$ cat src/rv32i_mem_defs.svh
`ifndef RV32I_MEM_DEFS_SVH
`define RV32I_MEM_DEFS_SVH

// --------------------
// Bus geometry
// --------------------
`define RV_XLEN      32 // Address and data width.
`define RV_MAP_SIZE  4  // Regions in the map.

// --------------------
// Region ranges
// --------------------
// Each region is half open, from _B up to but not including _E.
`define RV_REGION_0_B 32'h0000_0000 // Instruction RAM.
`define RV_REGION_0_E 32'h0000_0400

`define RV_REGION_1_B 32'h0000_2000 // Data RAM.
`define RV_REGION_1_E 32'h0000_2400

`define RV_REGION_2_B 32'h0000_9000 // GPIO.
`define RV_REGION_2_E 32'h0000_9004

`define RV_REGION_3_B 32'h0000_B000 // Machine timer.
`define RV_REGION_3_E 32'h0000_B010

// --------------------
// Block sizes
// --------------------
`define RV_RAM_WORDS 256 // Words per RAM.
`define RV_GPIO_W    16  // GPIO pins.

`endif

$ cat src/rv32i_mem_pkg.sv
package rv32i_mem_pkg;

  // --------------------
  // Region select
  // --------------------
  // Bit position of each region in the one-hot select.
  typedef enum logic [1:0] {
    IMEM  = 2'd0,
    DMEM  = 2'd1,
    GPIO  = 2'd2,
    TIMER = 2'd3
  } region_e;

  // --------------------
  // Timer registers
  // --------------------
  // Word offset within the timer region, address bits 3:2.
  typedef enum logic [1:0] {
    MTIME_LO    = 2'd0,
    MTIME_HI    = 2'd1,
    MTIMECMP_LO = 2'd2,
    MTIMECMP_HI = 2'd3
  } timer_reg_e;

endpackage

$ cat src/rv32i_memory.sv
`timescale 1ns/1ps
`include "rv32i_mem_defs.svh"

module rv32i_memory (
  input  logic                    clk_i,
  input  logic                    reset_i,
  input  logic                    read_i,
  input  logic                    write_i,
  input  logic [`RV_XLEN-1:0]     addr_i,

  input  logic [`RV_XLEN-1:0]     imem_rdata_i,
  input  logic [`RV_XLEN-1:0]     dmem_rdata_i,
  input  logic [`RV_XLEN-1:0]     gpio_rdata_i,
  input  logic [`RV_XLEN-1:0]     timer_rdata_i,

  output logic [`RV_MAP_SIZE-1:0] region_o,
  output logic                    imem_we_o,
  output logic                    dmem_we_o,
  output logic                    gpio_we_o,
  output logic                    timer_we_o,
  output logic [`RV_XLEN-1:0]     rdata_o,
  output logic                    illegal_access_o
);

  logic strobe;
  logic unmapped;

  // --------------------
  // Address decode
  // --------------------
  assign region_o[rv32i_mem_pkg::IMEM] =
    (addr_i >= `RV_REGION_0_B) && (addr_i < `RV_REGION_0_E);
  assign region_o[rv32i_mem_pkg::DMEM] =
    (addr_i >= `RV_REGION_1_B) && (addr_i < `RV_REGION_1_E);
  assign region_o[rv32i_mem_pkg::GPIO] =
    (addr_i >= `RV_REGION_2_B) && (addr_i < `RV_REGION_2_E);
  assign region_o[rv32i_mem_pkg::TIMER] =
    (addr_i >= `RV_REGION_3_B) && (addr_i < `RV_REGION_3_E);

  // --------------------
  // Write steering
  // --------------------
  assign imem_we_o  = write_i & region_o[rv32i_mem_pkg::IMEM];
  assign dmem_we_o  = write_i & region_o[rv32i_mem_pkg::DMEM];
  assign gpio_we_o  = write_i & region_o[rv32i_mem_pkg::GPIO];
  assign timer_we_o = write_i & region_o[rv32i_mem_pkg::TIMER];

  // --------------------
  // Read return
  // --------------------
  // Select is one-hot, so the order here does not matter.
  always_comb begin
    if (region_o[rv32i_mem_pkg::IMEM]) begin
      rdata_o = imem_rdata_i;
    end else if (region_o[rv32i_mem_pkg::DMEM]) begin
      rdata_o = dmem_rdata_i;
    end else if (region_o[rv32i_mem_pkg::GPIO]) begin
      rdata_o = gpio_rdata_i;
    end else if (region_o[rv32i_mem_pkg::TIMER]) begin
      rdata_o = timer_rdata_i;
    end else begin
      rdata_o = '0; // Unmapped reads return zero.
    end
  end

  // --------------------
  // Illegal access flag
  // --------------------
  assign strobe   = read_i | write_i;
  assign unmapped = (region_o == '0);

  always_ff @(posedge clk_i) begin
    if (reset_i) begin
      illegal_access_o <= 1'b0;
    end else if (strobe && unmapped) begin
      illegal_access_o <= 1'b1; // Sticky until reset.
    end
  end

endmodule

$ cat config.mk
export PLATFORM = sky130hd
export DESIGN_NAME = rv32i_memory
export DESIGN_NICKNAME = d
export VERILOG_FILES = /design/src/rv32i_mem_pkg.sv /design/src/rv32i_memory.sv
export VERILOG_INCLUDE_DIRS = /design/src /design/src/src
export SDC_FILE = /design/constraint.sdc
export NUM_CORES = 1
export LEC_CHECK = 0
export ABC_AREA = 1
export BUFFER_PORTS_ARGS = -buffer_cell sky130_fd_sc_hd__buf_2
export CORE_AREA = 5 5 91 72
export CTS_BUF_LIST = sky130_fd_sc_hd__clkbuf_4
export DETAILED_ROUTE_END_ITERATION = 8
export DIE_AREA = 0 0 96 77
export PLACE_DENSITY = 0.82
export SLEW_MARGIN = 20
export SYNTH_ARGS = -nofsm -noshare
export SYNTH_HDL_FRONTEND = slang
export SYNTH_SLANG_ARGS = --single-unit
$ cat constraint.sdc
create_clock -name clk_i -period 2.4 [get_ports clk_i]
set_clock_uncertainty 0.2 [all_clocks]
set_input_delay 0.72 -clock clk_i [delete_from_list [all_inputs] [get_ports clk_i]]
set_output_delay 0.72 -clock clk_i [all_outputs]
set_load 0.03 [all_outputs]
==> metrics.md <==
| Metric | Value |
|---|---|
| Status | finished with violations |
| Violated checks | setup timing |
| Syn Nets | 514 |
| RSZ-0062 raised after global routing | yes |
| Clk pwr share | 0% |
| Primary FF master, synth | dfxtp_1 |
| Slowest-stage cell, CP | buf_12 |
| Vias per cell | 4.84 |
| Vias in the first global route | 3,045 |
| Via count | 3,154 |
| Regs by FF count | illegal_access_o (1) |
| Worst r2r src | illegal_access_o |
| Hold path depth | 2 |
| Design area | 0.00406 mm² |
| RR Endpoint | illegal_access_o |
| RD Place Congestion | 0.849 |
| Seq/Total Area, Yosys | 1.24% |
| Routed Antenna Nets | 0 |
| Library cells used by synthesis | 21 |
| # DRC | 0 |
| CP required | 1.48 ns |
| Hold EP | illegal_access_o |
| Most used cell, CP | nand2_1 |
| Min-delay src | illegal_access_o |
| Worst setup EP type | output port |
| I/O pin total | 205 |
| CP cell instances | buf_2 > nor2_2 > nand2_1 > nor2_1 > nand2_1 > nor2_4 > buf_12 > nand2_1 > nand2_2 > nand2_2 > a21oi_4 > buf_6 |
| Logic gate share of total power | 92.4% |
| First-pass GRT wire length | 13,800 µm |
| Initial drt markers | 116 |
| Cell with the most instances after synthesis | nand2_1 |
| Max-slew violation count | 0 |
| DR WL/cell | 15.2 µm |
| Setup violators final | 41 |
| Fmax | 328 MHz |
| TritonRoute pass-1 iters | 4 |
| Post-synth top area share | 32.3% |
| Port Buf Inserts | 202 |
| Pwr dens | 60.3 mW/mm² |
| Die Y | 77 µm |
| Die ar. | 0.00739 mm² |
| Switching Fraction | 38.6% |
| Reg area | 20.0 µm² |
| Final worst path period need | 3.05 ns |
| Syn Std Cell Area | 0.00162 mm² |
| R2r setup slk | 1.67 ns |
| R2R depth | 2 |
| Commonest cells in the netlist | nand2_1 (139), nor2_1 (69), nand3_1 (48), inv_1 (25), o211ai_1 (11) |
| Placed cell area | 0.00317 mm² |
| Rel. slew slack | 76.1% |
| CP top delay family | simple AND/OR/NAND/NOR gates |
| Crit-path max cell delay | 0.17 ns |
| # nets final | 740 |
| Internal | 150 µW |
| Grt ovf | 0 |
| Post-detail-place hpwl | 6500 µm |
| Hold/Removal Path Class | reg -> reg |
| Post-synth EDFFs | 0 |
| PnR worst setup slack | -0.651 ns |
| WL final | 9940 µm |
| #FFs+latches synth | 1 |
| Worst Tran Pin Value | 0.357 ns |
| Area of the multi-input gates | 0.00191 mm² |
| NetSw | 94.4 µW |
| Ys async rst share | 0% |
| Yosys warning total | 0 |
| Largest net degree at the start of global routing | 31 |
| Die width | 96 µm |
| Most flop-heavy register | illegal_access_o |
| P&R area growth vs syn | 151% |
| Share of cells above drive strength 1 | 65.0% |
| Post-Syn Instances | 350 |
| Worst-path fanout max | 18 |
| Antenna violations before repair | 0 |
| Placement Rows | 24 |
| WHS | 0.258 ns |
| Clk_lat worst skew | 0 ns |
| Setup CP Type | in -> out |
| Final Hold Fails | 0 |
| Max_cap viols | 0 |
| FILL cells | 443 |
| Clk pin slew, worst setup/hold paths | 0 ns |
| Largest register FFs | 1 |
| Mean Syn Cell Area | 4.62 µm² |
| Pleak | 0.00210 µW |
| Sequential power share | 7.6% |
| Area leader, netlist | nand2_1 |
| Antenna cells | 0 |
| Maximum VDD drop | 0.0000839 V |
| Worst path arrival time | 2.13 ns |
| Final Cycle Share | 127% |
| CORE AREA | 0.00559 mm² |
| Top area cells in the synthesized netlist | nand2_1 (32%), nor2_1 (16%), nand3_1 (15%), inv_1 (5.8%), o211ai_1 (5.1%) |
| Initial Util | 28.9% |
| Startpoint Class | input port |
| Gr usage total | 22.6% |
| CP Buf/Inv Count | 3 |
## repair_timing
action / 4_1_cts / 5_1_grt
gates cloned: 3 / 4
hold buffers: 0 / 0
pin swaps: 10 / 14
setup endpoints to repair: 41 / 41
gates resized for setup: 125 / 67
buffers inserted: 9 / 8
## per-stage QoR
step	worst slack, ns	TNS (ns)	power, µW	util (%)	cells
2_1_floorplan	-0.367	-9.80	56.2	-	350
3_3_place_gp	-0.644	-22.32	201	56.8	630
3_5_place_dp	-0.662	-23.42	205	56.8	630
4_1_cts	-0.595	-20.52	219	66.8	642
5_1_grt	-0.759	-25.97	264	72.8	652
6_report	-0.651	-22.38	245	72.8	652
## power groups by stage
| stage | clock network (µW) | logic [µW] | registers, µW |
|---|---|---|---|
| CTS | 0 | 201 | 18.7 |
| global placement | 0 | 182 | 18.6 |
| floorplan | 0 | 35.1 | 21.0 |
| detailed placement | 0 | 186 | 18.7 |
| finish | 0 | 226 | 18.6 |
| global route | 0 | 245 | 18.8 |
## per-layer routing
layer	wire length (µm)	vias up	global-route usage (%)	part of all wire, %
li1	-	1538	-	-
met1	3640	1436	26.5	37
met2	5210	152	43.3	52
met3	793	28	3.33	8.0
met4	301	0	2.84	3.0
met5	0	-	0	0
## placed cells by master (no fill, tap or decap)
master and instances:
buf_8 4, nor3_2 2, buf_4 20, inv_2 6
buf_6 58, nand3_4 2, nand3_1 37, buf_12 9
a21oi_2 1, nand2_8 1, buf_2 150, or2_2 1
nor2_4 19, nor2b_1 1, inv_6 1, a21oi_4 10
inv_1 17, buf_16 1, inv_4 2, nand3_2 10
nand4_4 1, dfxtp_1 1, inv_8 2, nand2_1 89
nand2_4 23, o211ai_1 11, clkinvlp_4 1, nand2_2 28
nor2_1 45, nor2_2 18, clkbuf_16 3
## worst reg2reg max path, delay by kind of cell, from the launching register on
| family | cells | cell delay, ns |
|---|---|---|
| flops | 1 | 0.28 |
| simple gates | 2 | 0.13 |
## cell type report
class | instances | area share [%]
tap | 78 | 2.40
multi-input combinational | 299 | 47.0
inverter | 29 | 3.39
timing repair buffer | 245 | 46.7
sequential | 1 | 0.493
## worst max path at each step
stage,startpoint,end,depth (start not counted)
floorplan,addr_i[24],rdata_o[1],8
global placement,addr_i[22],rdata_o[2],12
detailed placement,addr_i[18],rdata_o[6],12
CTS,addr_i[13],rdata_o[24],10
global route,addr_i[9],rdata_o[11],12
finish,addr_i[9],rdata_o[11],12
## cell families (layout without fill, tap and decap cells)
kind of cell / count (synthesis) / in the layout / synth area share [%]
simple gates: 277 / 277 / 73.2
flops: 1 / 1 / 1.24
compound gates: 22 / 22 / 10.4
buf+inv: 50 / 274 / 15.2
(Power assumes the default switching activity.)
