--- src/rv32i_mem_defs.svh ---
`ifndef RV32I_MEM_DEFS_SVH
`define RV32I_MEM_DEFS_SVH

// --------------------
// Bus geometry
// --------------------
`define RV_XLEN      32 // Address and data width.
`define RV_MAP_SIZE  4  // Regions in the map.

// --------------------
// Region ranges
// --------------------
// Each region is half open, from _B up to but not including _E.
`define RV_REGION_0_B 32'h0000_0000 // Instruction RAM.
`define RV_REGION_0_E 32'h0000_0400

`define RV_REGION_1_B 32'h0000_2000 // Data RAM.
`define RV_REGION_1_E 32'h0000_2400

`define RV_REGION_2_B 32'h0000_9000 // GPIO.
`define RV_REGION_2_E 32'h0000_9004

`define RV_REGION_3_B 32'h0000_B000 // Machine timer.
`define RV_REGION_3_E 32'h0000_B010

// --------------------
// Block sizes
// --------------------
`define RV_RAM_WORDS 256 // Words per RAM.
`define RV_GPIO_W    16  // GPIO pins.

`endif

--- src/rv32i_gpio.sv ---
`timescale 1ns/1ps
`include "rv32i_mem_defs.svh"

module rv32i_gpio (
  input  logic                   clk_i,
  input  logic                   reset_i,
  input  logic                   we_i,
  input  logic [`RV_XLEN-1:0]    wdata_i,
  input  logic [`RV_GPIO_W-1:0]  gpio_i,
  output logic [`RV_GPIO_W-1:0]  gpio_o,
  output logic [`RV_XLEN-1:0]    rdata_o
);

  logic [`RV_GPIO_W-1:0] sync_q1;
  logic [`RV_GPIO_W-1:0] sync_q2;

  // --------------------
  // Output port
  // --------------------
  always_ff @(posedge clk_i) begin
    if (reset_i) begin
      gpio_o <= '0;
    end else if (we_i) begin
      gpio_o <= wdata_i[`RV_GPIO_W-1:0]; // Low bits only.
    end
  end

  // --------------------
  // Input synchronizer
  // --------------------
  always_ff @(posedge clk_i) begin
    if (reset_i) begin
      sync_q1 <= '0;
      sync_q2 <= '0;
    end else begin
      sync_q1 <= gpio_i;
      sync_q2 <= sync_q1;
    end
  end

  // Pins read back two edges after they change.
  assign rdata_o = {{(`RV_XLEN - `RV_GPIO_W){1'b0}}, sync_q2};

endmodule

--- config.mk ---
export PLATFORM = sky130hd
export DESIGN_NAME = rv32i_gpio
export DESIGN_NICKNAME = d
export VERILOG_FILES = /design/src/rv32i_gpio.sv
export VERILOG_INCLUDE_DIRS = /design/src /design/src/src
export SDC_FILE = /design/constraint.sdc
export NUM_CORES = 1
export LEC_CHECK = 0
export ABC_AREA = 1
export BUFFER_PORTS_ARGS = -buffer_cell sky130_fd_sc_hd__buf_2
export CAP_MARGIN = 25
export CORE_ASPECT_RATIO = 0.6
export CORE_MARGIN = 8
export CORE_UTILIZATION = 30
export DETAILED_ROUTE_END_ITERATION = 8
export GPL_TIMING_DRIVEN = 0
export PLACE_DENSITY = 0.7
export SLEW_MARGIN = 20
export SYNTH_ARGS = -nofsm -noshare
export SYNTH_HDL_FRONTEND = slang
export SYNTH_SLANG_ARGS = --single-unit
--- constraint.sdc ---
create_clock -name clk_i -period 0.93 [get_ports clk_i]
set_clock_uncertainty 0.05 [all_clocks]
set_input_delay 0.186 -clock clk_i [delete_from_list [all_inputs] [get_ports clk_i]]
set_output_delay 0.186 -clock clk_i [all_outputs]
set_load 0.02 [all_outputs]
==> results of run 1 <==
==> final timing paths <==
kind         depth (start not counted)  slack (ps)       start          end
min                                  2          20     reset_i  sync_q1[15]
min reg2reg                          2         340  sync_q1[8]   sync_q2[8]
max                                  1         -60   gpio_o[4]    gpio_o[4]
max reg2reg                          2         260   gpio_o[4]    gpio_o[4]
==> routing by layer <==
metal | wire length (µm) | vias to the layer above | GRT usage (%) | part of all wire (%)
li1 | - | 742 | - | -
met1 | 1670 | 555 | 9.40 | 43
met2 | 1830 | 53 | 16.1 | 47
met3 | 328 | 7 | 3.65 | 8.4
met4 | 62 | 0 | 4.40 | 1.6
met5 | 0 | - | 0 | 0
==> logic make-up after synthesis <==
family                 after synthesis  synth area share (%)
AND/OR/NAND/NOR                     96                  21.2
buffers and inverters               73                  22.3
flip-flops                          48                  56.3
other                                1                 0.220
==> stage by stage <==
| step | util, % | setup TNS [ps] | cell area [µm²] | hold slack (ps) |
|---|---|---|---|---|
| finish | 45.7 | -1450 | 2530 | 16.1 |
| global route | 45.7 | -2640 | 2530 | 7.25 |
| CTS | 45.7 | -1920 | 2530 | 3.02 |
| detailed placement | 39.5 | 0 | 2190 | 330 |
| global placement | 39.5 | 0 | 2190 | 329 |
| floorplan | - | 0 | 1760 | 243 |
==> flip-flops by register name, summed over array words and instances, names as in the netlist <==
signal,count
gpio_o,16
sync_q2,16
sync_q1,16
==> layout make-up <==
class                      instances  area (µm²)  share of cell area (%)
sequential                        48        1000                    39.5
timing repair buffer              66         536                    21.1
multi-input combinational        112         423                    16.7
buffer                            24         191                    7.56
inverter                          49         189                    7.46
tap                               80         100                    3.95
clock buffer                       7        86.3                    3.41
clock inverter                     1        7.51                   0.296
==> power by group through the flow <==
stage	Sequential, mW	Combinational [mW]	Clock (mW)
3_5_place_dp	2.25	0.588	0
2_1_floorplan	2.35	0.299	0
3_3_place_gp	2.25	0.580	0
4_1_cts	2.24	0.678	1.32
6_report	2.24	0.673	1.25
5_1_grt	2.25	0.735	1.42
==> what timing repair did <==
item                                    in CTS  in global routing
endpoints found under the setup margin      32                 32
pin swaps                                    0                  0
hold endpoints to repair                     1                  0
gates resized for setup                     96                  0
hold buffers                                 1                  0
==> synth_stat cells <==
cell and n:
inv_1 48, buf_2 3, buf_4 16, clkinv_4 1, nor2_2 1, buf_6 5, nand2_1 32, nor2_1 63
conb_1 1, dfxtp_1 48
==> qor.yml, run 1 <==
outcome: "finished, violations left"
violations: "negative setup slack"
wl_per_cell_um: 10.0
ant_nets: 0
pwr-share-seq_pct: 53.7
cp_max_fo: 2
synthCells: 218
cts_tree: "done"
arrival_ps: 760
syn_area_um2: 1710
grt_pass1_vias: 1318
n_fill_cell: 551
fin_crit_sh_pct: 107
core_area_um2: 5540
crit_path_start_kind: "flop"
crit_slowest_cell: "dfxtp_2"
synth_top_area_share_pct: 56.3
placementRows: 21
finalPower_mw: 4.16
power_switching_mw: 1.05
worst_ep_required_time_ps: 690
insertion_delay_ps: 290
ys_seq_area_share_pct: 56.3
layout_commonest_cell: "nor2_1"
end_kind: "output port"
hold_class: "in -> reg"
ys_top_cells_by_area: "dfxtp_1 56%, nor2_1 14%, inv_1 11%, buf_4 7.0%, nand2_1 7.0%"
p_int_mw: 3.11
ctsHtreeMaxLevel: 2
dpl.cell_count: 378
clkSinkCount: 48
drv_cap: 0
drtPass1Iterations: 4
portBuffers: 65
antenna_found_initial: 0
drive_gt1_share_pct: 42.3
cts-root-buf: "clkbuf_8"
place_ws_ps: 103
clk_pin_slew_ps: 90
path_cells: "buf_6"
synth-seq-cells: 48
grt.overflow.total: 0
finalSetupViolCount: 32
report.final.hold_viol_count: 0
grt_max_degree: 15
fin_ws_ps: -64.1
rsz0062_at_grt: "yes"
final_cell_mix: "63 x nor2_1, 48 x inv_1, 37 x buf_6, 36 x buf_2"
cpPeakStageDelay_ps: 350
criticalPathCategory: "reg -> out"
areaGrowthSynthToFinish_pct: 48.4
avgSynthCellArea_um2: 7.83
ir_drop_v: 0.000554
p_leak_nw: 1.40
yosys_warnings: 0
stdcell_count: 387
post-cts-setup-buffers: 0
numCtsBuffers: 5
via_per_inst: 3.51
fmax_mhz: 1010
ios: 99
drcViolationCount: 0
power_density_nw_per_um2: 1640
die_area_um2: 8440
post-dp-hpwl_mm: 2.98
clock_power_share_pct: 30.1
drt_iter0_drc: 45
fin_crit_ps: 994
drt-total-wl_mm: 3.89
finalMaxSlewViolations: 0
crit_family: "flip-flops"
p_sw_share_pct: 25.3
synth.largest_area_cell: "dfxtp_1"
crit_buf_inv: 1
cts_max_path_buffers: 2
antenna_cells: 0
die_h_um: 74.4
die_w_um: 113
grt_pass1_wl_mm: 5.96
synth.distinct_cells: 10
start_util_pct: 30.8
pwr-share-comb_pct: 16.2
grt_util_all_layers_pct: 9.07
nNetsFinal: 357
gp_congestion: 0.685
num_vias: 1357
Power figures use the tool's default switching activity.
==> run 2, diff against run 1 <==
REMOVE_ABC_BUFFERS = 1   (was default)
==> qor.yml, run 2 (synthesis gave the netlist of run 1 again) <==
outcome: "finished, violations left"
violations: "negative setup slack"
areaGrowthSynthToFinish_pct: 37.7
grt_max_degree: 34
p_leak_nw: 1.27
dpl.cell_count: 355
cp_max_fo: 2
hp-start: "gpio_i[2]"
place_ws_ps: -392
final_cell_mix: "63 x nor2_1, 48 x inv_1, 33 x buf_2"
die_area_um2: 8440
crit_family: "flip-flops"
path_cells: "buf_6"
met1_usage_pct: 8.67
fin_ws_ps: -55.1
die_h_um: 74.4
clkSinkCount: 48
criticalPathCategory: "reg -> out"
place_area_um2: 2000
grtUsageMet3_pct: 4.62
grt_pass1_wl_mm: 5.53
fin_crit_ps: 985
drcViolationCount: 0
worst_ep_required_time_ps: 690
drtPass1Iterations: 3
drv_cap: 0
r2r-start: "gpio_o[12]"
drt-total-wl_mm: 3.47
multi_input_area_um2: 423
cts_tree: "done"
ir_drop_v: 0.000638
met2_usage_pct: 13.7
crit_buf_inv: 1
ctsHtreeMaxLevel: 2
fmax_mhz: 1020
num_vias: 1279
core_area_um2: 5540
setup.worst_path.start: "gpio_o[14]"
globalRoute.busiestLayer: "met2"
finalMaxSlewViolations: 0
final_area_um2: 2350
regArea_um2: 1000
portBuffers: 66
wl_per_cell_um: 9.52
rsz0062_at_grt: "yes"
report.final.hold_viol_count: 0
fin_crit_sh_pct: 106
fin_util_pct: 42.4
layout_commonest_cell: "nor2_1"
arrival_ps: 750
gp_congestion: 0.684
grt_pass1_vias: 1269
crit_path_start_kind: "flop"
via_per_inst: 3.51
cts-root-buf: "clkbuf_8"
post-dp-hpwl_mm: 2.51
placementRows: 21
antenna_cells: 0
end_kind: "output port"
grt.overflow.total: 0
cts_max_path_buffers: 2
numCtsBuffers: 5
n_fill_cell: 567
start_util_pct: 30.8
crit_slowest_cell: "dfxtp_2"
insertion_delay_ps: 290
grt_util_all_layers_pct: 8.12
nNetsFinal: 334
hold_ws_ps: 38.9
tightest_slew_ps: 517
power_density_nw_per_um2: 1750
drt_iter0_drc: 46
ant_nets: 0
stdcell_count: 364
slew_headroom_pct: 65.5
drive_gt1_share_pct: 38.4
finalSetupViolCount: 32
cpPeakStageDelay_ps: 350
die_w_um: 113
hold_class: "in -> reg"
antenna_found_initial: 0
ios: 99
top_regs: "gpio_o (16), sync_q1 (16), sync_q2 (16)"
clk_pin_slew_ps: 90
[run 2: repair_timing]
item / in CTS / in global routing
buffers inserted: 0 / 1
endpoints found under the setup margin: 48 / 32
gates resized for setup: 97 / 0
hold endpoints to repair: 0 / 0
hold buffers: 0 / 0
[run 2: per-stage QoR]
step	total power, mW	TNS [ps]
after global placement	2.73	-7340
after floorplan	2.54	0
after CTS	4.19	-2030
after global routing	4.35	-2780
after detailed placement	2.75	-7490
final	4.11	-1490
[run 2: path summary, 6_finish.rpt]
| path | depth (start not counted) | slack [ps] | end |
|---|---|---|---|
| max reg2reg | 3 | 210 | gpio_o[12] |
| min reg2reg | 2 | 340 | sync_q2[5] |
| min | 3 | 40 | sync_q1[2] |
| max | 1 | -60 | gpio_o[14] |
[run 2: routing by layer]
metal	vias up	wire [µm]
met5	-	0
met4	0	8
met3	2	287
met2	37	1660
met1	546	1510
li1	694	-
[run 2: area by class of cell]
| class | count | share of cell area [%] |
|---|---|---|
| Clock buffer | 6 | 3.51 |
| Clock inverter | 2 | 0.639 |
| Inverter | 49 | 8.04 |
| Multi-Input combinational cell | 112 | 18.0 |
| Sequential cell | 48 | 42.6 |
| Tap cell | 80 | 4.26 |
| Timing Repair Buffer | 67 | 23.0 |
[run 2: where the power goes]
group          internal, mW  total, mW  switching (mW)
Clock                 0.602       1.29           0.689
Combinational         0.255      0.585           0.330
Sequential             2.18       2.23          0.0527
Total                  3.04       4.11            1.07
[run 2: worst register-to-register path: cells and delay by family, from the launching register on]
kind                   cells  cell delay [ps]
buffers and inverters      1              120
DFF                        1              330
and+or+nand+nor            2              120
==> run 3, diff against run 2 <==
ABC_AREA = 0   (was 1)
PLACE_DENSITY = 0.72   (was 0.7)
==> qor.yml, run 3 <==
outcome: "finished, violations left"
violations: "negative setup slack"
die_h_um: 72.0
finalMaxSlewViolations: 0
num_vias: 1021
fin_crit_sh_pct: 106
synth_top_area_share_pct: 61.2
grt_pass1_wl_mm: 4.92
core_area_um2: 5050
numCtsBuffers: 5
place_area_um2: 1860
synth.largest_area_cell: "dfxtp_1"
worst_ep_required_time_ps: 690
yosys_warnings: 0
endpoint: "gpio_o[11]"
antenna_cells: 0
synth-seq-cells: 48
ctsHtreeMaxLevel: 2
cpPeakStageDelay_ps: 350
synth.distinct_cells: 11
stdcell_count: 270
fin_ws_ps: -56.9
min_path_cells: 2
ys_top_cells_by_area: "dfxtp_1 61%, nor2b_1 10%, mux2i_1 10%, buf_4 8.1%, nor2_1 3.8%"
antenna_found_initial: 0
r2r_cells: 3
fin_crit_ps: 987
finalSetupViolCount: 32
cp_max_fo: 2
drt-total-wl_mm: 3.04
finalPower_mw: 3.98
n_fill_cell: 482
r2r-start: "gpio_o[7]"
layout_commonest_cell: "buf_2"
syn_area_um2: 1570
power_density_nw_per_um2: 1800
grt.overflow.total: 0
hold_class: "in -> reg"
rsz0062_at_grt: "yes"
top_regs: "gpio_o (16), sync_q1 (16), sync_q2 (16)"
p_leak_nw: 1.07
grtUsageMet3_pct: 5.22
die_area_um2: 7880
cts_max_path_buffers: 2
drcViolationCount: 0
grt_max_degree: 49
drive_gt1_share_pct: 52.9
fmax_mhz: 1010
wl_per_cell_um: 11.3
synth_most_common_cell: "dfxtp_1"
synth-edff-count: 0
r2r_end: "gpio_o[7]"
portBuffers: 66
globalRoute.busiestLayer: "met2"
criticalPathCategory: "reg -> out"
crit_slowest_cell: "dfxtp_2"
ctsHoldBuffers: 0
rrSetupSlack_ps: 130
grt_util_all_layers_pct: 7.82
end_kind: "output port"
drt_iter0_drc: 18
avgSynthCellArea_um2: 11.5
drv_cap: 0
arrival_ps: 750
report.final.hold_viol_count: 0
areaGrowthSynthToFinish_pct: 41.0
ant_nets: 0
synthTopCellsByCount: "48 x dfxtp_1, 26 x nor2b_1, 17 x buf_4"
synth-main-ff-cell: "dfxtp_1"
crit_path_start_kind: "flop"
crit_family: "flip-flops"
grt_pass1_vias: 1085
die_w_um: 109
insertion_delay_ps: 280
final_area_um2: 2210
nNetsFinal: 254
cts_tree: "done"
synthCells: 136
setup.worst_path.start: "gpio_o[11]"
clkSinkCount: 48
path_cells: "buf_6"
final_cell_mix: "33 x buf_2, 32 x dfxtp_2, 32 x buf_6, 26 x nor2b_1"
ys_async_sr_fraction_pct: 0
start_util_pct: 31.0
post-dp-hpwl_mm: 2.20
dpl.cell_count: 260
drtPass1Iterations: 2
place_ws_ps: -301
cts-root-buf: "clkbuf_8"
ir_drop_v: 0.000661
met1_usage_pct: 8.04
gp_congestion: 0.651
crit_buf_inv: 1
placementRows: 20
ys_seq_area_share_pct: 61.2
clk_pin_slew_ps: 80
met2_usage_pct: 12.7
crit_cells: 1
via_per_inst: 3.78
ios: 99
==> run 3: cell types whose count changed in the layout (fill, tap and decap cells not counted), sizes merged, moves of 2 or more <==
cell	change
inv	-48
clkinvlp	-2
mux2i	+16
nor2	-48
and2b	+6
nor2b	+26
nand2	-32
==> run 3: worst min-delay path by stage <==
stage / start / endpoint / slack [ps]
3_3_place_gp: gpio_i[5] / sync_q1[5] / 340
6_report: gpio_i[3] / sync_q1[3] / 50
3_5_place_dp: gpio_i[0] / sync_q1[0] / 340
4_1_cts: gpio_i[3] / sync_q1[3] / 30
2_1_floorplan: reset_i / sync_q1[10] / 210
5_1_grt: gpio_i[1] / sync_q1[1] / 30
==> run 3: report_power, final <==
part / switching [mW] / internal (mW)
Combinational: 0.269 / 0.254
Sequential: 0.0451 / 2.17
Clock: 0.643 / 0.594
==> run 3: cell families (layout without fill, tap and decap cells) <==
| group | Yosys count | after routing | share of synthesized area (%) |
|---|---|---|---|
| flops | 48 | 48 | 61.2 |
| simple gates | 48 | 48 | 17.1 |
| buf+inv | 23 | 76 | 11.2 |
| mux | 16 | 16 | 10.2 |
| other cells | 1 | 16 | 0.239 |
==> run 3: cell type report <==
cell class | instances | area [µm²] | share of cell area [%]
Clock inverter | 2 | 10.0 | 0.452
Multi-Input combinational cell | 80 | 488 | 22.1
Timing Repair Buffer | 68 | 548 | 24.8
Clock buffer | 6 | 82.6 | 3.73
Sequential cell | 48 | 1000 | 45.2
Tap cell | 66 | 82.6 | 3.73
==> run 3: timing repair <==
| action | in CTS | in global routing |
|---|---|---|
| setup buffers | 1 | 1 |
| resized for setup | 96 | 1 |
| setup endpoints to repair | 32 | 42 |
| cloned | 0 | 0 |
| pin swaps | 0 | 0 |
==> run 3: metal layers <==
metal,up-vias,part of all wire [%],routed length [µm]
met5,-,0,0
met4,0,0.13,4
met3,2,13,395
met2,42,46,1390
met1,459,41,1250
li1,518,-,-
==> run 3: stage by stage <==
stage,hold WS (ps),TNS [ps],utilization [%]
floorplan,208,0,-
global placement,341,-9730,36.8
detailed placement,345,-9450,36.8
CTS,32.4,-1910,43.6
global route,32.9,-2520,43.8
finish,48.6,-1340,43.8
