--- config.mk ---
export PLATFORM = sky130hd
export DESIGN_NAME = rv32i_timer
export DESIGN_NICKNAME = d
export VERILOG_FILES = /design/src/rv32i_mem_pkg.sv /design/src/rv32i_timer.sv
export VERILOG_INCLUDE_DIRS = /design/src /design/src/src
export SDC_FILE = /design/constraint.sdc
export NUM_CORES = 1
export LEC_CHECK = 0
export ABC_AREA = 1
export BUFFER_PORTS_ARGS = -buffer_cell sky130_fd_sc_hd__buf_2
export CAP_MARGIN = 20
export CORE_ASPECT_RATIO = 0.8
export CORE_UTILIZATION = 35
export DETAILED_ROUTE_END_ITERATION = 8
export GPL_ROUTABILITY_DRIVEN = 0
export PLACE_DENSITY_LB_ADDON = 0.05
export SYNTH_ARGS = -nofsm -noshare
export SYNTH_HDL_FRONTEND = slang
export SYNTH_SLANG_ARGS = --single-unit
--- constraint.sdc ---
create_clock -name clk_i -period 2.1 [get_ports clk_i]
set_clock_uncertainty 0.15 [all_clocks]
set_input_delay 0.21 -clock clk_i [delete_from_list [all_inputs] [get_ports clk_i]]
set_output_delay 0.21 -clock clk_i [all_outputs]
set_load 0.01 [all_outputs]
--- src/rv32i_mem_defs.svh ---
`ifndef RV32I_MEM_DEFS_SVH
`define RV32I_MEM_DEFS_SVH

// --------------------
// Bus geometry
// --------------------
`define RV_XLEN      32 // Address and data width.
`define RV_MAP_SIZE  4  // Regions in the map.

// --------------------
// Region ranges
// --------------------
// Each region is half open, from _B up to but not including _E.
`define RV_REGION_0_B 32'h0000_0000 // Instruction RAM.
`define RV_REGION_0_E 32'h0000_0400

`define RV_REGION_1_B 32'h0000_2000 // Data RAM.
`define RV_REGION_1_E 32'h0000_2400

`define RV_REGION_2_B 32'h0000_9000 // GPIO.
`define RV_REGION_2_E 32'h0000_9004

`define RV_REGION_3_B 32'h0000_B000 // Machine timer.
`define RV_REGION_3_E 32'h0000_B010

// --------------------
// Block sizes
// --------------------
`define RV_RAM_WORDS 256 // Words per RAM.
`define RV_GPIO_W    16  // GPIO pins.

`endif

--- src/rv32i_mem_pkg.sv ---
package rv32i_mem_pkg;

  // --------------------
  // Region select
  // --------------------
  // Bit position of each region in the one-hot select.
  typedef enum logic [1:0] {
    IMEM  = 2'd0,
    DMEM  = 2'd1,
    GPIO  = 2'd2,
    TIMER = 2'd3
  } region_e;

  // --------------------
  // Timer registers
  // --------------------
  // Word offset within the timer region, address bits 3:2.
  typedef enum logic [1:0] {
    MTIME_LO    = 2'd0,
    MTIME_HI    = 2'd1,
    MTIMECMP_LO = 2'd2,
    MTIMECMP_HI = 2'd3
  } timer_reg_e;

endpackage

--- src/rv32i_timer.sv ---
`timescale 1ns/1ps
`include "rv32i_mem_defs.svh"

module rv32i_timer (
  input  logic                     clk_i,
  input  logic                     reset_i,
  input  logic                     we_i,
  input  rv32i_mem_pkg::timer_reg_e reg_sel_i,
  input  logic [`RV_XLEN-1:0]      wdata_i,
  output logic [`RV_XLEN-1:0]      rdata_o,
  output logic                     timer_irq_o
);

  logic [63:0] mtime;
  logic [63:0] mtimecmp;

  // --------------------
  // Counter and compare
  // --------------------
  always_ff @(posedge clk_i) begin
    if (reset_i) begin
      mtime       <= '0;
      mtimecmp    <= '1; // No interrupt until programmed.
      timer_irq_o <= 1'b0;
    end else begin
      mtime       <= mtime + 64'd1;
      timer_irq_o <= (mtime >= mtimecmp);
      if (we_i) begin
        case (reg_sel_i)
          rv32i_mem_pkg::MTIME_LO:    mtime <= {mtime[63:32], wdata_i}; // Load, no tick.
          rv32i_mem_pkg::MTIME_HI:    mtime <= {wdata_i, mtime[31:0]};
          rv32i_mem_pkg::MTIMECMP_LO: mtimecmp[31:0]  <= wdata_i;
          rv32i_mem_pkg::MTIMECMP_HI: mtimecmp[63:32] <= wdata_i;
        endcase
      end
    end
  end

  // --------------------
  // Register read
  // --------------------
  always_comb begin
    case (reg_sel_i)
      rv32i_mem_pkg::MTIME_LO:    rdata_o = mtime[31:0];
      rv32i_mem_pkg::MTIME_HI:    rdata_o = mtime[63:32];
      rv32i_mem_pkg::MTIMECMP_LO: rdata_o = mtimecmp[31:0];
      rv32i_mem_pkg::MTIMECMP_HI: rdata_o = mtimecmp[63:32];
      default:                    rdata_o = '0;
    endcase
  end

endmodule

==> impl_summary.txt, run 1 <==
----------------------------------------------------
[Cells and area]
  Number of antenna repair diodes ... 0
  Top library cells by usage in the layout, fill and taps aside ... sky130_fd_sc_hd__nand2_1 (297), sky130_fd_sc_hd__inv_1 (199), sky130_fd_sc_hd__o21ai_0 (148), sky130_fd_sc_hd__a21oi_1 (148), sky130_fd_sc_hd__buf_4 (135)
  Leading cell type in the layout, fill and taps excluded ... sky130_fd_sc_hd__nand2_1
  Area added between synthesis and finish ... 32.2%
  Number of nets in the final layout ... 1763
  Final core occ ... around 47%
  Share of layout cells above drive strength 1 ... 22.4%

[CTS]
  Maximum clock insertion buffer count ... 2
  Clock-pin slew on the worst setup and hold paths ... 0.06 ns
  Number of buffers created by CTS ... 17
  Clock root buffer ... sky130_fd_sc_hd__clkbuf_16
  Clock tree from TritonCTS ... yes
  Number of sinks handled by clock tree synthesis ... 129
  Number of H-tree branching levels ... 4
  Latest clock arrival within the worst-skew pair ... around 0.45 ns

[Synthesis]
  Net count after synthesis ... 1553
  Proportion of netlist area held by the largest area contributor ... 27.6%
  Post-Syn Area ... 0.00934 mm²
  Post-Synthesis Cells ... 1451
  Area fraction in compound gates after synthesis ... 23.0%
  Mux contribution to synthesized area ... 0%
  Area leader, netlist ... sky130_fd_sc_hd__dfxtp_1
  Adder-cell share of the synthesized area ... 8.70%
  Biggest area contributors in the synthesized netlist ... sky130_fd_sc_hd__dfxtp_1 (28%), sky130_fd_sc_hd__nand2_1 (12%), sky130_fd_sc_hd__ha_1 (8.7%), sky130_fd_sc_hd__a21oi_1 (8.1%), sky130_fd_sc_hd__inv_1 (8.1%)
  Sequential-to-total area share from yosys stat ... about 28%
  Combinational family with the most area after synthesis ... simple AND/OR/NAND/NOR gates
  Average cell area after synthesis ... 6.44 µm²
  Yosys warns ... 0
  Register bit count reported by yosys ... 129
  Fraction of the mapped netlist area in simple logic gates ... between 20 and 30%
  Library cells used by synthesis ... 43
  Post-synthesis share of cell area spent on xor and xnor gates ... approximately 2.2%

[Global routing]
  Largest net degree at the start of global routing ... 54
  Met1 usage ... 45.5%
  Global-route congestion overflow total ... 0
  Met2 track demand over resource ... approximately 44%
  Total global-route track usage ... 30.5%
  Busiest layer in global routing ... met1
  Vias in the first global route ... 10200
  Met3 Use GR ... under 10%
  Initial antenna violation count ... 0
  Wire length of the first global-routing pass ... 61.7 mm

[Setup path]
  Type of the setup path with the least slack ... reg2reg
  Arrival @ worst endpoint ... 2.28 ns
  Endpoint required time on the critical path ... 2.28 ns
  Type of element launching the critical path ... register
  Critical path endpoint category ... register
  Top fanout value on the critical path ... 7

[Placed design]
  Final HPWL DP ... approximately 31 mm
  # port buffers ... 69

[Power]
  Leakage ... 5.70 nW
  Power Dens Cells ... ~600 mW/mm²
  Maximum vdd drop ... around 0.00057 V

[Run status]
  Result of the run ... finished with violations
  Failing checks ... negative setup slack

[Drt]
  Starting DRT DRC Count ... 933
  DR WL/cell ... around 20 µm
  Post-detailed-route via-to-cell ratio ... 5.33
  Router iterations before antenna repair ... 5
  ANT nets after route ... 0
  DR vias ... 10800
  Routed wire length ... 40.9 mm
  DRC errors left ... 0

[STA]
  Setup slack after layout ... -0.00119 ns
  Tmin final ... 2.10 ns
  Maximum clock rate ... 476 MHz
  Number of failing setup endpoints in the final timing report ... 1
  Hold violation count in the final report ... 0
  Final cycle utilization of the critical path ... 100%
  Worst slew margin relative to its limit ... 57.7%
  Worst slew pin tran ... 0.634 ns
  Final number of max-transition violations ... 0
  Worst hold margin ... slightly above 0.04 ns

[Die]
  Die width ... 185 µm
  Starting density of the core ... a little over a third
  Number of cell rows ... 53
  DIE HEIGHT ... 148 µm
  Die Footprint ... 0.0274 mm²
  Num ports ... 70
  Core box area ... ~0.026 mm²

[Worst hold path]
  Worst min path class ... in2reg

[Flow run]
  Max cap viols ... 0

----------------------------------------------------
layer usage:
| layer | part of all wire [%] | vias to the layer above |
|---|---|---|
| met5 | 0 | - |
| met1 | 49 | 5134 |
| met4 | 1.7 | 0 |
| met3 | 8.2 | 47 |
| li1 | - | 5251 |
| met2 | 41 | 397 |
what timing repair did:
item | 4_1_cts | 5_1_grt
setup buffers | 0 | 3
hold buffers | 32 | 0
gates cloned | 0 | 0
pin swaps | 1 | 12
setup endpoints to repair | 12 | 43
hold endpoints to repair | 74 | 0
gates resized for setup | 16 | 76
worst paths after layout:
check / end / cells past startpoint / from / slack [ns]
worst max register to register: mtime[54] / 9 / mtime[16] / -0.001
worst min register to register: mtimecmp[45] / 2 / mtimecmp[45] / 0.35
worst max-delay path: mtime[54] / 9 / mtime[16] / -0.001
worst min-delay path: mtime[51] / 5 / wdata_i[19] / 0.04
registers in the layout (all words and copies together) (netlist names):
name / count
mtime: 64
timer_irq_o: 1
mtimecmp: 64
where the power goes:
| group | switching, mW | internal, mW | total, mW |
|---|---|---|---|
| Sequential | 0.0962 | 2.57 | 2.67 |
| Clock | 1.25 | 2.13 | 3.38 |
| Combinational | 0.735 | 0.461 | 1.20 |
synth_stat cells, drive strengths merged:
cell,number
a211oi,5
a21o,1
a21oi,152
a221oi,2
a31oi,8
and2,1
and3,1
and3b,1
buf,26
clkbuf,30
dfxtp,129
ha,65
inv,213
nand2,316
nand3,50
nand3b,3
nand4,24
nor2,142
nor3,36
nor4,1
o2111ai,15
o211ai,1
o21a,3
o21ai,166
o21bai,3
o221a,3
o221ai,15
o22ai,13
or2,2
xnor2,3
xor2,21
critical path, cell delays in order (launching register included):
cell	delay, ns
sky130_fd_sc_hd__dfxtp_2	0.43
sky130_fd_sc_hd__nand2_1	0.16
sky130_fd_sc_hd__nor2_1	0.29
sky130_fd_sc_hd__nand2_1	0.18
sky130_fd_sc_hd__nor3_1	0.34
sky130_fd_sc_hd__nand3_1	0.12
sky130_fd_sc_hd__nand2_1	0.07
sky130_fd_sc_hd__nand2_1	0.05
sky130_fd_sc_hd__a21oi_1	0.15
sky130_fd_sc_hd__nor2_1	0.05
per-stage QoR:
stage | cells | TNS [ns] | instance area (µm²) | power, mW | worst slack, ns
finish | 2031 | -0.00119 | 12300 | 7.24 | -0.00119
global placement | 1964 | -0.628 | 11100 | 3.83 | -0.172
CTS | 2028 | 0 | 12100 | 7.25 | 0.00647
detailed placement | 1964 | -0.313 | 11100 | 3.84 | -0.121
global route | 2031 | -0.0758 | 12300 | 7.53 | -0.0289
floorplan | 1451 | 0 | 9340 | 3.31 | 0.304
layout make-up:
class                   count  area (µm²)
fillers                  2848       13900
multi-input cells        1053        5940
flip-flops and latches    129        2610
repair buffers            247        1910
inverters                 213         803
clock buffers              21         450
well taps                 357         447
clock inverters            11         185
logic make-up (layout without fill, tap and decap cells):
| logic type | after synthesis | in the layout |
|---|---|---|
| AOI/OAI and AO/OA | 387 | 387 |
| adders and majority gates | 65 | 65 |
| buffers and inverters | 269 | 492 |
| DFF | 129 | 129 |
| and+or+nand+nor | 577 | 577 |
| xor gates and xnor gates | 24 | 24 |
Power figures use the tool's default switching activity.
==> run 2, diff against run 1 <==
Settings changed: CAP_MARGIN 20 to not set, REMOVE_ABC_BUFFERS set to 1, SETUP_SLACK_MARGIN set to 0.05.
==> run 2 against run 1 <==
Compared with the run above: the flow now finishes without violations; clock power down 1%; largest cell class unchanged; fmax rose by 4.1%; critical path type unchanged; sequential power is essentially flat; combinational power about the same; total power decreased by 0.88%; count of clock-buffer cells in the layout fell by 1; worst hold slack better by 0.062 ns; largest power group unchanged; first-iteration DRC count is 0.54% lower.
==> impl_summary.txt, run 2 (same netlist as run 1, synthesis figures left out) <==
----------------------------------------------------
[Flow run]
  Max cap viols ... 0 (unchanged)

[Global routing]
  Vias in the first global route ... 9628 (was 10200)
  Met2 track demand over resource ... 40.8% (was 44.1%)
  Global-route congestion overflow total ... 0 (unchanged)
  Met1 usage ... 43.3% (was 45.5%)
  Initial antenna violation count ... 0 (unchanged)
  Busiest layer in global routing ... met1 (unchanged)
  Total global-route track usage ... 28.6% (was 30.5%)
  Largest net degree at the start of global routing ... 61 (was 54)
  Met3 Use GR ... 5.12% (was 6.32%)
  Wire length of the first global-routing pass ... 58.3 mm (was 61.7 mm)

[STA]
  Hold violation count in the final report ... 0 (unchanged)
  Final cycle utilization of the critical path ... 96.1% (was 100%)
  Number of failing setup endpoints in the final timing report ... 0 (was 1)
  Worst slew pin tran ... 0.615 ns (was 0.634 ns)
  Setup slack after layout ... 0.0815 ns (was -0.00119 ns)
  Setup repair after global routing missed its margin ... yes
  Final number of max-transition violations ... 0 (unchanged)
  Maximum clock rate ... 495 MHz (was 476 MHz)
  Tmin final ... 2.02 ns (was 2.10 ns)
  Worst slew margin relative to its limit ... 59.0% (was 57.7%)

[Drt]
  Routed wire length ... 38.5 mm (was 40.9 mm)
  DR vias ... 10600 (was 10800)
  Post-detailed-route via-to-cell ratio ... 5.25 (was 5.33)
  DRC errors left ... 0 (unchanged)
  Starting DRT DRC Count ... 928 (was 933)
  DR WL/cell ... 19.1 µm (was 20.1 µm)
  ANT nets after route ... 0 (unchanged)
  Router iterations before antenna repair ... 6 (was 5)

[Setup path]
  Top fanout value on the critical path ... 6 (was 7)
  Stage delay of the slowest cell on the critical path ... 0.40 ns (was 0.43 ns)
  Cell family contributing the most delay on the critical path ... simple AND/OR/NAND/NOR gates (unchanged)
  Worst-case reg-to-reg path depth ... 10 (was 9)
  CP bufs+invs ... 2 (was 0)
  Endpoint required time on the critical path ... 2.35 ns (was 2.28 ns)
  Type of the setup path with the least slack ... reg2reg (unchanged)
  Arrival @ worst endpoint ... 2.27 ns (was 2.28 ns)
  Type of element launching the critical path ... register (unchanged)
  Total number of cells along the worst setup path ... 10 (was 9)
  Chain of cells forming the critical path ... ha_1 -> nand4_1 -> nor3_4 -> buf_4 -> nand2_1 -> nor2_1 -> nor2_1 -> nand3_1 -> nand2_1 -> inv_1 (was nand2_1 -> nor2_1 -> nand2_1 -> nor3_1 -> nand3_1 -> nand2_1 -> nand2_1 -> a21oi_1 -> nor2_1)
  Worst path slowest cell ... sky130_fd_sc_hd__dfxtp_1 (was sky130_fd_sc_hd__dfxtp_2)
  Critical path endpoint category ... register (unchanged)

[CTS]
  Clock tree from TritonCTS ... yes (unchanged)
  Number of H-tree branching levels ... 4 (unchanged)
  Number of sinks handled by clock tree synthesis ... 129 (unchanged)
  Clock root buffer ... sky130_fd_sc_hd__clkbuf_16 (unchanged)
  Maximum clock insertion buffer count ... 2 (unchanged)
  Clock-pin slew on the worst setup and hold paths ... 0.07 ns (was 0.06 ns)
  Latest clock arrival within the worst-skew pair ... 0.45 ns (about the same)
  Number of buffers created by CTS ... 17 (unchanged)

[Placed design]
  Final HPWL DP ... 29.6 mm (was 31.1 mm)
  Placed insts ... 1952 (was 1964)
  Post-Place Setup Slack ... -0.134 ns (was -0.121 ns)
  # port buffers ... 69 (unchanged)

[Die]
  Die width ... 185 µm (unchanged)
  Starting density of the core ... 35.6% (unchanged)
  DIE HEIGHT ... 148 µm (unchanged)
  Num ports ... 70 (unchanged)
  Number of cell rows ... 53 (unchanged)
  Die Footprint ... 0.0274 mm² (unchanged)
  Core box area ... 0.0263 mm² (unchanged)

[Cells and area]
  Registers with the most flip-flops ... mtime: 64 flops, mtimecmp: 64 flops, timer_irq_o: 1 flops (unchanged)
  Number of antenna repair diodes ... 0 (unchanged)
  Area added between synthesis and finish ... 32.6% (was 32.2%)
  Top library cells by usage in the layout, fill and taps aside ... sky130_fd_sc_hd__nand2_1 (297), sky130_fd_sc_hd__inv_1 (197), sky130_fd_sc_hd__o21ai_0 (147), sky130_fd_sc_hd__a21oi_1 (147), sky130_fd_sc_hd__buf_4 (124) (was sky130_fd_sc_hd__nand2_1 (297), sky130_fd_sc_hd__inv_1 (199), sky130_fd_sc_hd__o21ai_0 (148), sky130_fd_sc_hd__a21oi_1 (148), sky130_fd_sc_hd__buf_4 (135))
  Leading cell type in the layout, fill and taps excluded ... sky130_fd_sc_hd__nand2_1 (unchanged)
  Share of layout cells above drive strength 1 ... 23.4% (was 22.4%)
  Number of nets in the final layout ... 1750 (was 1763)
  Final core occ ... 47.2% (was 47.0%)
  Final cell count without fillers ... 2018 (was 2031)

[Worst hold path]
  Worst min path class ... in2reg (unchanged)
  Depth of the worst hold-timing path ... 3 (was 5)

[Power]
  Leakage ... 5.75 nW (was 5.70 nW)
  Maximum vdd drop ... 0.000557 V (was 0.000571 V)
  Power Dens Cells ... 580 mW/mm² (was 587 mW/mm²)

[Run status]
  Result of the run ... finished, final reports clean (was finished with violations)

----------------------------------------------------
-- run 2: layer usage --
layer	wire, µm	vias to the layer above
li1	-	5224
met1	19200	4953
met2	16000	378
met3	2820	30
met4	498	0
met5	0	-
-- run 2: area by class of cell --
type | count | area [µm²]
fillers | 2841 | 13900
inverters | 213 | 803
well taps | 357 | 447
multi-input cells | 1053 | 6090
clock buffers | 20 | 467
flip-flops and latches | 129 | 2620
clock inverters | 12 | 181
repair buffers | 234 | 1780
-- run 2: timing repair --
item,in CTS,in global routing
hold endpoints to repair,75,0
pin swaps,0,18
resized for setup,26,107
hold buffers,32,0
setup buffers,0,2
endpoints found under the setup margin,26,44
-- run 2: power breakdown --
| part | switching, mW | total (mW) | leakage [nW] | internal [mW] |
|---|---|---|---|---|
| registers | 0.102 | 2.68 | 1.07 | 2.58 |
| clock network | 1.25 | 3.33 | 0.304 | 2.08 |
| logic | 0.719 | 1.17 | 4.38 | 0.450 |
| total | 2.07 | 7.18 | 5.75 | 5.11 |
-- run 2: metrics by stage --
step | TNS [ns] | power, mW | hold slack (ns) | area (µm²)
3_3_place_gp | -1.01 | 3.80 | 0.307 | 11000
5_1_grt | -0.00228 | 7.48 | 0.103 | 12400
2_1_floorplan | -30.34 | 3.25 | 0.129 | 9070
3_5_place_dp | -0.637 | 3.81 | 0.311 | 11000
4_1_cts | 0 | 7.20 | 0.102 | 12000
6_report | 0 | 7.18 | 0.104 | 12400
-- run 2: worst paths after layout --
| path | start | to | slack (ns) |
|---|---|---|---|
| max reg2reg | mtime[56] | timer_irq_o | 0.08 |
| min | reset_i | mtime[28] | 0.10 |
| min reg2reg | mtime[20] | mtime[20] | 0.34 |
| max | mtime[56] | timer_irq_o | 0.08 |
-- run 2: worst reg2reg max path: stages, from the launching register on --
cell	delay [ns]
sky130_fd_sc_hd__dfxtp_1	0.40
sky130_fd_sc_hd__ha_1	0.35
sky130_fd_sc_hd__nand4_1	0.24
sky130_fd_sc_hd__nor3_4	0.28
sky130_fd_sc_hd__buf_4	0.14
sky130_fd_sc_hd__nand2_1	0.06
sky130_fd_sc_hd__nor2_1	0.12
sky130_fd_sc_hd__nor2_1	0.06
sky130_fd_sc_hd__nand3_1	0.08
sky130_fd_sc_hd__nand2_1	0.05
sky130_fd_sc_hd__inv_1	0.05
